===== src/common/stepper_pkg.sv =====
package stepper_pkg;

  // counter and level widths
  localparam int phase_w = 8;
  localparam int off_w   = 10;
  localparam int tmr_w   = 8;
  localparam int lvl_w   = 8;

  // quadrant from the top two phase bits
  typedef enum logic [1:0] {
    q_pp = 2'b00,
    q_np = 2'b01,
    q_nn = 2'b10,
    q_pn = 2'b11
  } quadrant_t;

  // chopper state of one coil
  typedef enum logic [1:0] {
    dec_drive = 2'b00,
    dec_fast  = 2'b01,
    dec_slow  = 2'b10
  } decay_t;

  // rounded quarter sine in 16 points from 0 to 90 degrees
  localparam logic [lvl_w-1:0] sine_lut [16] = '{
    8'd0,
    8'd27,
    8'd53,
    8'd79,
    8'd104,
    8'd128,
    8'd150,
    8'd171,
    8'd190,
    8'd206,
    8'd221,
    8'd233,
    8'd243,
    8'd249,
    8'd254,
    8'd255
  };

endpackage


===== src/chopper/chopper_timer.sv =====
module chopper_timer (
  input  logic                          clk,
  input  logic                          resetn,
  input  logic                          bridge_start,
  input  logic                          off_start,
  input  logic [stepper_pkg::tmr_w-1:0] blank_len,
  input  logic [stepper_pkg::off_w-1:0] off_len,
  input  logic [stepper_pkg::tmr_w-1:0] min_on_len,
  output logic [stepper_pkg::tmr_w-1:0] blank_timer,
  output logic [stepper_pkg::off_w-1:0] off_timer,
  output logic [stepper_pkg::tmr_w-1:0] min_on_timer
);

  logic blank_run;
  logic off_run;
  logic min_on_run;

  assign blank_run  = (blank_timer != '0);
  assign off_run    = (off_timer != '0);
  assign min_on_run = (min_on_timer != '0);

  // blanking hides the turn-on spike from the comparator
  always_ff @(posedge clk) begin
    if (!resetn) begin
      blank_timer <= '0;
    end else if (bridge_start) begin
      blank_timer <= blank_len;
    end else if (blank_run) begin
      blank_timer <= blank_timer - stepper_pkg::tmr_w'(1);
    end
  end

  // off time that the control block splits into fast and slow decay
  always_ff @(posedge clk) begin
    if (!resetn) begin
      off_timer <= '0;
    end else if (off_start) begin
      off_timer <= off_len;
    end else if (off_run) begin
      off_timer <= off_timer - stepper_pkg::off_w'(1);
    end
  end

  // minimum on time shares the bridge start strobe with blanking
  always_ff @(posedge clk) begin
    if (!resetn) begin
      min_on_timer <= '0;
    end else if (bridge_start) begin
      min_on_timer <= min_on_len;
    end else if (min_on_run) begin
      min_on_timer <= min_on_timer - stepper_pkg::tmr_w'(1);
    end
  end

endmodule


===== src/hw/commutation_table.sv =====
module commutation_table (
  input  logic [stepper_pkg::phase_w-1:0] phase_ct,
  output logic                            s1,
  output logic                            s2,
  output logic                            s3,
  output logic                            s4,
  output logic [stepper_pkg::lvl_w-1:0]   vref_a,
  output logic [stepper_pkg::lvl_w-1:0]   vref_b
);

  stepper_pkg::quadrant_t quadrant;
  logic [3:0]             idx;
  logic [3:0]             idx_mirror;
  logic                   a_fwd;
  logic                   b_fwd;

  assign quadrant   = stepper_pkg::quadrant_t'(phase_ct[stepper_pkg::phase_w-1 -: 2]);
  assign idx        = phase_ct[stepper_pkg::phase_w-3 -: 4];
  assign idx_mirror = 4'd15 - idx;

  always_comb begin
    case (quadrant)
      stepper_pkg::q_pp: begin
        a_fwd = 1'b1;
        b_fwd = 1'b1;
      end
      stepper_pkg::q_np: begin
        a_fwd = 1'b0;
        b_fwd = 1'b1;
      end
      stepper_pkg::q_nn: begin
        a_fwd = 1'b0;
        b_fwd = 1'b0;
      end
      default: begin
        a_fwd = 1'b1;
        b_fwd = 1'b0;
      end
    endcase
  end

  // forward leg and its complement for each coil
  assign s1 = a_fwd;
  assign s2 = ~a_fwd;
  assign s3 = b_fwd;
  assign s4 = ~b_fwd;

  // coil A follows the cosine, coil B the sine
  assign vref_a = stepper_pkg::sine_lut[idx_mirror];
  assign vref_b = stepper_pkg::sine_lut[idx];

endmodule


===== src/hw/microstepper_control.sv =====
module microstepper_control (
  input  logic                            clk,
  input  logic                            resetn,
  input  logic                            step,
  input  logic                            dir,
  input  logic                            enable,
  input  logic                            analog_cmp_a,
  input  logic                            analog_cmp_b,
  input  logic [stepper_pkg::off_w-1:0]   fastdecay_threshold,
  input  logic                            invert_highside,
  input  logic                            invert_lowside,
  input  logic                            s1,
  input  logic                            s2,
  input  logic                            s3,
  input  logic                            s4,
  input  logic [stepper_pkg::tmr_w-1:0]   blank_timer_a,
  input  logic [stepper_pkg::tmr_w-1:0]   blank_timer_b,
  input  logic [stepper_pkg::off_w-1:0]   off_timer_a,
  input  logic [stepper_pkg::off_w-1:0]   off_timer_b,
  input  logic [stepper_pkg::tmr_w-1:0]   min_on_timer_a,
  input  logic [stepper_pkg::tmr_w-1:0]   min_on_timer_b,
  output logic [3:0]                      s_h,
  output logic [3:0]                      s_l,
  output logic                            fault,
  output logic [stepper_pkg::phase_w-1:0] phase_ct,
  output logic                            off_start_a,
  output logic                            off_start_b,
  output logic                            bridge_start_a,
  output logic                            bridge_start_b
);

  logic [2:0] step_sync;
  logic [1:0] dir_sync;
  logic       step_rise;

  // two-deep polarity history in leg order A1 A2 B1 B2
  logic [3:0] pol_d0;
  logic [3:0] pol_d1;
  logic [3:0] leg_falling;

  stepper_pkg::decay_t decay_a;
  stepper_pkg::decay_t decay_b;
  logic                fault_a;
  logic                fault_b;
  logic                block;

  // off timer zero means drive, high values fast decay, the rest slow
  function automatic stepper_pkg::decay_t classify(
    input logic [stepper_pkg::off_w-1:0] off_t,
    input logic [stepper_pkg::off_w-1:0] thr
  );
    if (off_t == '0) begin
      return stepper_pkg::dec_drive;
    end else if (off_t >= thr) begin
      return stepper_pkg::dec_fast;
    end else begin
      return stepper_pkg::dec_slow;
    end
  endfunction

  // bits 2:1 of the shift are the synchronized history
  assign step_rise = (step_sync[2:1] == 2'b01);

  always_ff @(posedge clk) begin
    if (!resetn) begin
      step_sync <= '0;
      dir_sync  <= '0;
      phase_ct  <= '0;
    end else begin
      step_sync <= {step_sync[1:0], step};
      dir_sync  <= {dir_sync[0], dir};
      if (step_rise) begin
        if (dir_sync[1]) begin
          phase_ct <= phase_ct + stepper_pkg::phase_w'(1);
        end else begin
          phase_ct <= phase_ct - stepper_pkg::phase_w'(1);
        end
      end
    end
  end

  always_ff @(posedge clk) begin
    if (!resetn) begin
      pol_d0 <= '0;
      pol_d1 <= '0;
    end else begin
      pol_d0 <= {s4, s3, s2, s1};
      pol_d1 <= pol_d0;
    end
  end

  // a leg that just went 1 to 0 starts a new on period
  assign leg_falling    = pol_d1 & ~pol_d0;
  assign bridge_start_a = |leg_falling[1:0];
  assign bridge_start_b = |leg_falling[3:2];

  // peak reached outside blanking and no off time running
  assign off_start_a = analog_cmp_a && (blank_timer_a == '0) && (off_timer_a == '0);
  assign off_start_b = analog_cmp_b && (blank_timer_b == '0) && (off_timer_b == '0);

  assign decay_a = classify(off_timer_a, fastdecay_threshold);
  assign decay_b = classify(off_timer_b, fastdecay_threshold);

  // off time requested before the minimum on time ran out
  assign fault_a = (min_on_timer_a != '0) && (off_timer_a != '0);
  assign fault_b = (min_on_timer_b != '0) && (off_timer_b != '0);
  assign fault   = fault_a | fault_b;
  assign block   = fault | ~enable;

  for (genvar i = 0; i < 4; i++) begin : g_leg
    stepper_pkg::decay_t mode;
    logic                req_h;
    logic                req_l;

    assign mode = (i < 2) ? decay_a : decay_b;

    always_comb begin
      case (mode)
        stepper_pkg::dec_fast: begin
          req_h = ~pol_d1[i];
          req_l = pol_d1[i];
        end
        stepper_pkg::dec_slow: begin
          req_h = 1'b0;
          req_l = 1'b1;
        end
        default: begin
          req_h = pol_d1[i];
          req_l = ~pol_d1[i];
        end
      endcase
    end

    // gates are active low, so a blocked leg reads 1
    assign s_h[i] = ~(req_h ^ invert_highside) | block;
    assign s_l[i] = ~(req_l ^ invert_lowside) | block;
  end

endmodule


===== src/hw/microstepper_top.sv =====
module microstepper_top (
  input  logic                            clk,
  input  logic                            resetn,
  input  logic                            step,
  input  logic                            dir,
  input  logic                            enable,
  input  logic                            analog_cmp_a,
  input  logic                            analog_cmp_b,
  input  logic [stepper_pkg::off_w-1:0]   fastdecay_threshold,
  input  logic                            invert_highside,
  input  logic                            invert_lowside,
  input  logic [stepper_pkg::tmr_w-1:0]   blank_len,
  input  logic [stepper_pkg::off_w-1:0]   off_len,
  input  logic [stepper_pkg::tmr_w-1:0]   min_on_len,
  output logic [3:0]                      s_h,
  output logic [3:0]                      s_l,
  output logic                            fault,
  output logic [stepper_pkg::phase_w-1:0] phase_ct,
  output logic [stepper_pkg::lvl_w-1:0]   vref_a,
  output logic [stepper_pkg::lvl_w-1:0]   vref_b
);

  logic                          s1;
  logic                          s2;
  logic                          s3;
  logic                          s4;
  logic                          off_start_a;
  logic                          off_start_b;
  logic                          bridge_start_a;
  logic                          bridge_start_b;
  logic [stepper_pkg::tmr_w-1:0] blank_timer_a;
  logic [stepper_pkg::tmr_w-1:0] blank_timer_b;
  logic [stepper_pkg::off_w-1:0] off_timer_a;
  logic [stepper_pkg::off_w-1:0] off_timer_b;
  logic [stepper_pkg::tmr_w-1:0] min_on_timer_a;
  logic [stepper_pkg::tmr_w-1:0] min_on_timer_b;

  microstepper_control microstepper_control_inst (
    .clk                 (clk),
    .resetn              (resetn),
    .step                (step),
    .dir                 (dir),
    .enable              (enable),
    .analog_cmp_a        (analog_cmp_a),
    .analog_cmp_b        (analog_cmp_b),
    .fastdecay_threshold (fastdecay_threshold),
    .invert_highside     (invert_highside),
    .invert_lowside      (invert_lowside),
    .s1                  (s1),
    .s2                  (s2),
    .s3                  (s3),
    .s4                  (s4),
    .blank_timer_a       (blank_timer_a),
    .blank_timer_b       (blank_timer_b),
    .off_timer_a         (off_timer_a),
    .off_timer_b         (off_timer_b),
    .min_on_timer_a      (min_on_timer_a),
    .min_on_timer_b      (min_on_timer_b),
    .s_h                 (s_h),
    .s_l                 (s_l),
    .fault               (fault),
    .phase_ct            (phase_ct),
    .off_start_a         (off_start_a),
    .off_start_b         (off_start_b),
    .bridge_start_a      (bridge_start_a),
    .bridge_start_b      (bridge_start_b)
  );

  commutation_table commutation_table_inst (
    .phase_ct (phase_ct),
    .s1       (s1),
    .s2       (s2),
    .s3       (s3),
    .s4       (s4),
    .vref_a   (vref_a),
    .vref_b   (vref_b)
  );

  // one chopper per coil
  chopper_timer chopper_a (
    .clk          (clk),
    .resetn       (resetn),
    .bridge_start (bridge_start_a),
    .off_start    (off_start_a),
    .blank_len    (blank_len),
    .off_len      (off_len),
    .min_on_len   (min_on_len),
    .blank_timer  (blank_timer_a),
    .off_timer    (off_timer_a),
    .min_on_timer (min_on_timer_a)
  );

  chopper_timer chopper_b (
    .clk          (clk),
    .resetn       (resetn),
    .bridge_start (bridge_start_b),
    .off_start    (off_start_b),
    .blank_len    (blank_len),
    .off_len      (off_len),
    .min_on_len   (min_on_len),
    .blank_timer  (blank_timer_b),
    .off_timer    (off_timer_b),
    .min_on_timer (min_on_timer_b)
  );

endmodule


===== config.mk =====
export PLATFORM = sky130hd
export DESIGN_NAME = microstepper_top
export DESIGN_NICKNAME = d
export VERILOG_FILES = /design/src/common/stepper_pkg.sv /design/src/chopper/chopper_timer.sv /design/src/hw/commutation_table.sv /design/src/hw/microstepper_control.sv /design/src/hw/microstepper_top.sv
export SDC_FILE = /design/constraint.sdc
export NUM_CORES = 1
export LEC_CHECK = 0
export ABC_CLOCK_PERIOD_IN_PS = 2020
export BUFFER_PORTS_ARGS = -buffer_cell sky130_fd_sc_hd__buf_2
export CAP_MARGIN = 20
export CELL_PAD_IN_SITES_DETAIL_PLACEMENT = 1
export CELL_PAD_IN_SITES_GLOBAL_PLACEMENT = 1
export CORE_MARGIN = 2
export CORE_UTILIZATION = 38
export DETAILED_ROUTE_END_ITERATION = 8
export PLACE_DENSITY_LB_ADDON = 0.1
export SYNTH_ARGS = -nofsm -noshare
export SYNTH_HDL_FRONTEND = slang
export SYNTH_SLANG_ARGS = --single-unit
export TNS_END_PERCENT = 30

===== constraint.sdc =====
create_clock -name clk -period 2.02 [get_ports clk]
set_input_delay 0 -clock clk [delete_from_list [all_inputs] [get_ports clk]]
set_output_delay 0 -clock clk [all_outputs]
set_load 0.03 [all_outputs]

==> flow_summary.yaml <==
pwr:
  p_leak_uw: 0.00293
  power-per-cell-area_mw_per_mm2: 1440
  max-vdd-ir-drop_uv: 710
finish:
  nNetsFinal: 871
  layout-drive-gt1-share_pct: 28.8
  syn2layout_area_growth_pct: 39.6
  stdcell_area_mm2: 0.00678
  num_antenna_cells: 0
  fin_util_pct: 53.9
synth:
  synth.most_common_cell: "dfxtp_1"
  synth_warnings: 0
  ys_seq_area_share_pct: 30.1
  syn-num-nets: 718
  post_synth.cell_area_avg_um2: 7.73
  synth-seq-cells: 73
  synth_common_cells: "73 x dfxtp_1, 70 x nor2_1, 63 x nand2_1, 48 x a21oi_1, 44 x ha_1"
  synth_top_area_share_pct: 30.1
  synth_edf_count: 0
  synth_area_leader_cell: "dfxtp_1"
  synth_area_leaders: "dfxtp_1 30%, ha_1 11%, nor2_1 5.4%"
  synthFlopType: "dfxtp_1"
  yosysUniqueCellTypes: 61
  ys_async_sr_fraction_pct: 0
  syn_inst: 628
  syn_area_mm2: 0.00485
sta:
  period_needed_ps: 2400
  worst-slew-pin-transition_ps: 560
  hold_violations: 0
  setup_viol: 11
  tns_ps: -2810
  drv_slew: 0
  fin_ws_ps: -376
  min_period_over_period_pct: 119
  rsz0062_at_grt: "true"
  clock.fmax_mhz: 417
  relSlewSlack_pct: 62.6
  fin_skew_ps: 4.96
detailed_routing:
  vias: 5053
  dr.pass1.iters: 4
  ant_nets: 0
  drc: 0
  routedWlPerCell_um: 15.6
  routed_wl_um: 14900
  drt_iter0_drc: 187
  avgViaCountPerCell: 5.28
clocking:
  root_buffer: "clkbuf_16"
  clkTransAtPathRegs_ps: 60
  cts_sinks: 73
  tritoncts: "built"
  clock_latency_ps: 330
  htree_levels: 3
  clockBufferDepth: 2
  cts_buffers: 9
critical_path:
  cp_max_fo: 8
  start_kind: "flop"
  crit_required_ps: 2020
  end_kind: "output pin"
  cp.arrival_ps: 2400
  worstSetupPathType: "flop to output pin"
job:
  cap_viol_max_count: 0
global_route:
  grt_max_degree: 33
  grt_overflow: 0
  met2_usage_pct: 40.5
  antenna_found_initial: 0
  grt_pass1_wl_um: 24400
  grt.busiest_layer: "met2"
  track_usage_pct: 22.5
  gr-usage-met3_pct: 1.91
  grt_util_met1_pct: 27.6
  first_global_vias: 5247
placement:
  port_buffers: 77
  dp_hpwl_um: 10900
  post-place-ws_ps: -151
  dpl_cell_area_mm2: 0.00585
  gp_congestion: 0.863
run_status:
  failed_checks: "setup timing"
  status: "finished, violations left"
floorplanning:
  dieArea_mm2: 0.0137
  num_rows: 41
  initial_core_util_pct: 38.6
  die_x_um: 117
  io_pins: 78
  core-area_mm2: 0.0126
  dieHeight_um: 117
min_path:
  min_path_type: "input pin to flop"
[report_power, final]
group          internal [µW]  total [µW]  switching, µW
sequential              1910        2340            427
clock                   1110        1700            596
combinational           2770        5690           2920
[worst max-delay path, cell delays in order, from the launching register on]
cell	delay, ps
dfxtp_2	320
inv_2	80
ha_4	130
or4b_4	480
nor3_4	230
buf_6	150
o22ai_4	80
nor2_4	280
nand3b_1	160
buf_6	170
[cell type report]
type	count	area, µm²
Fill cell	1528	5790
Multi-Input combinational cell	484	3390
Sequential cell	73	1470
Timing Repair Buffer	168	1210
Clock buffer	12	246
Tap cell	172	215
Inverter	45	176
Clock inverter	3	65.1
[through the flow]
stage	power [µW]	hold WS, ps	cells
3_5_place_dp	7450	218	906
2_1_floorplan	5820	127	628
3_3_place_gp	7240	215	906
5_1_grt	10600	23.4	957
4_1_cts	9480	9.85	948
6_report	9730	2.81	957
[flip-flops by register name (all words and copies together), names as in the netlist]
signal,cells
chopper_a.blank_timer,8
chopper_b.blank_timer,8
microstepper_control_inst.pol_d0,4
chopper_a.off_timer,10
chopper_b.off_timer,10
chopper_a.min_on_timer,8
microstepper_control_inst.pol_d1,4
microstepper_control_inst.dir_sync,2
chopper_b.min_on_timer,8
microstepper_control_inst.step_sync,3
microstepper_control_inst.phase_ct,8
[layer usage]
metal	wire [µm]	vias up
li1	-	2531
met1	6710	2416
met2	7540	83
met5	0	-
met3	359	23
met4	331	0
[worst paths after layout]
| path | startpoint | endpoint | slack, ps | cells past startpoint |
|---|---|---|---|---|
| worst max-delay path | chopper_b.off_timer[0] | s_h[1] | -380 | 9 |
| worst min-delay path | blank_len[4] | chopper_b.blank_timer[4] | 3 | 3 |
| worst max register to register | chopper_a.min_on_timer[2] | chopper_a.min_on_timer[3] | -20 | 6 |
| worst min register to register | microstepper_control_inst.dir_sync[0] | microstepper_control_inst.dir_sync[1] | 440 | 1 |
[cells in the final DEF, fill, tap and decap left out, drive strengths merged, types with 5 or more instances in the layout]
cell type    netlist  final
a211oi            23     23
a21oi             48     48
a22oi              7      7
a31oi              9      9
and2              13     13
buf                8    142
clkbuf            18     14
dfxtp             73     73
dlygate4sd3        0     24
ha                44     44
inv               44     43
mux2               5      5
nand2             63     63
nand2b             6      6
nand3             19     19
nor2              71     71
nor3              35     35
nor4               6      6
o211ai             5      5
o21a               7      7
o21ai             33     33
or3                6      6
or4                7      7
xnor2             20     20
xor2              11     11
[timing repair]
| item | 4_1_cts | 5_1_grt |
|---|---|---|
| pin swaps | 8 | 16 |
| hold buffers | 24 | 0 |
| endpoints found under the setup margin | 24 | 45 |
| buffers inserted | 3 | 11 |
| endpoints found under the hold margin | 43 | 0 |
| resized for setup | 37 | 46 |
[cells by family (layout without fill, tap and decap cells)]
family                     after synthesis  in the layout  synth area share [%]
AOI/OAI and AO/OA                      156            156                  20.1
xor gates and xnor gates                31             31                  5.59
adders and majority gates               45             45                  11.8
buffers and inverters                   71            228                  5.70
DFF                                     73             73                  30.1
muxes                                    8              8                  1.78
and+or+nand+nor                        244            244                  25.0
No activity file was read; power rests on OpenSTA's default activity.
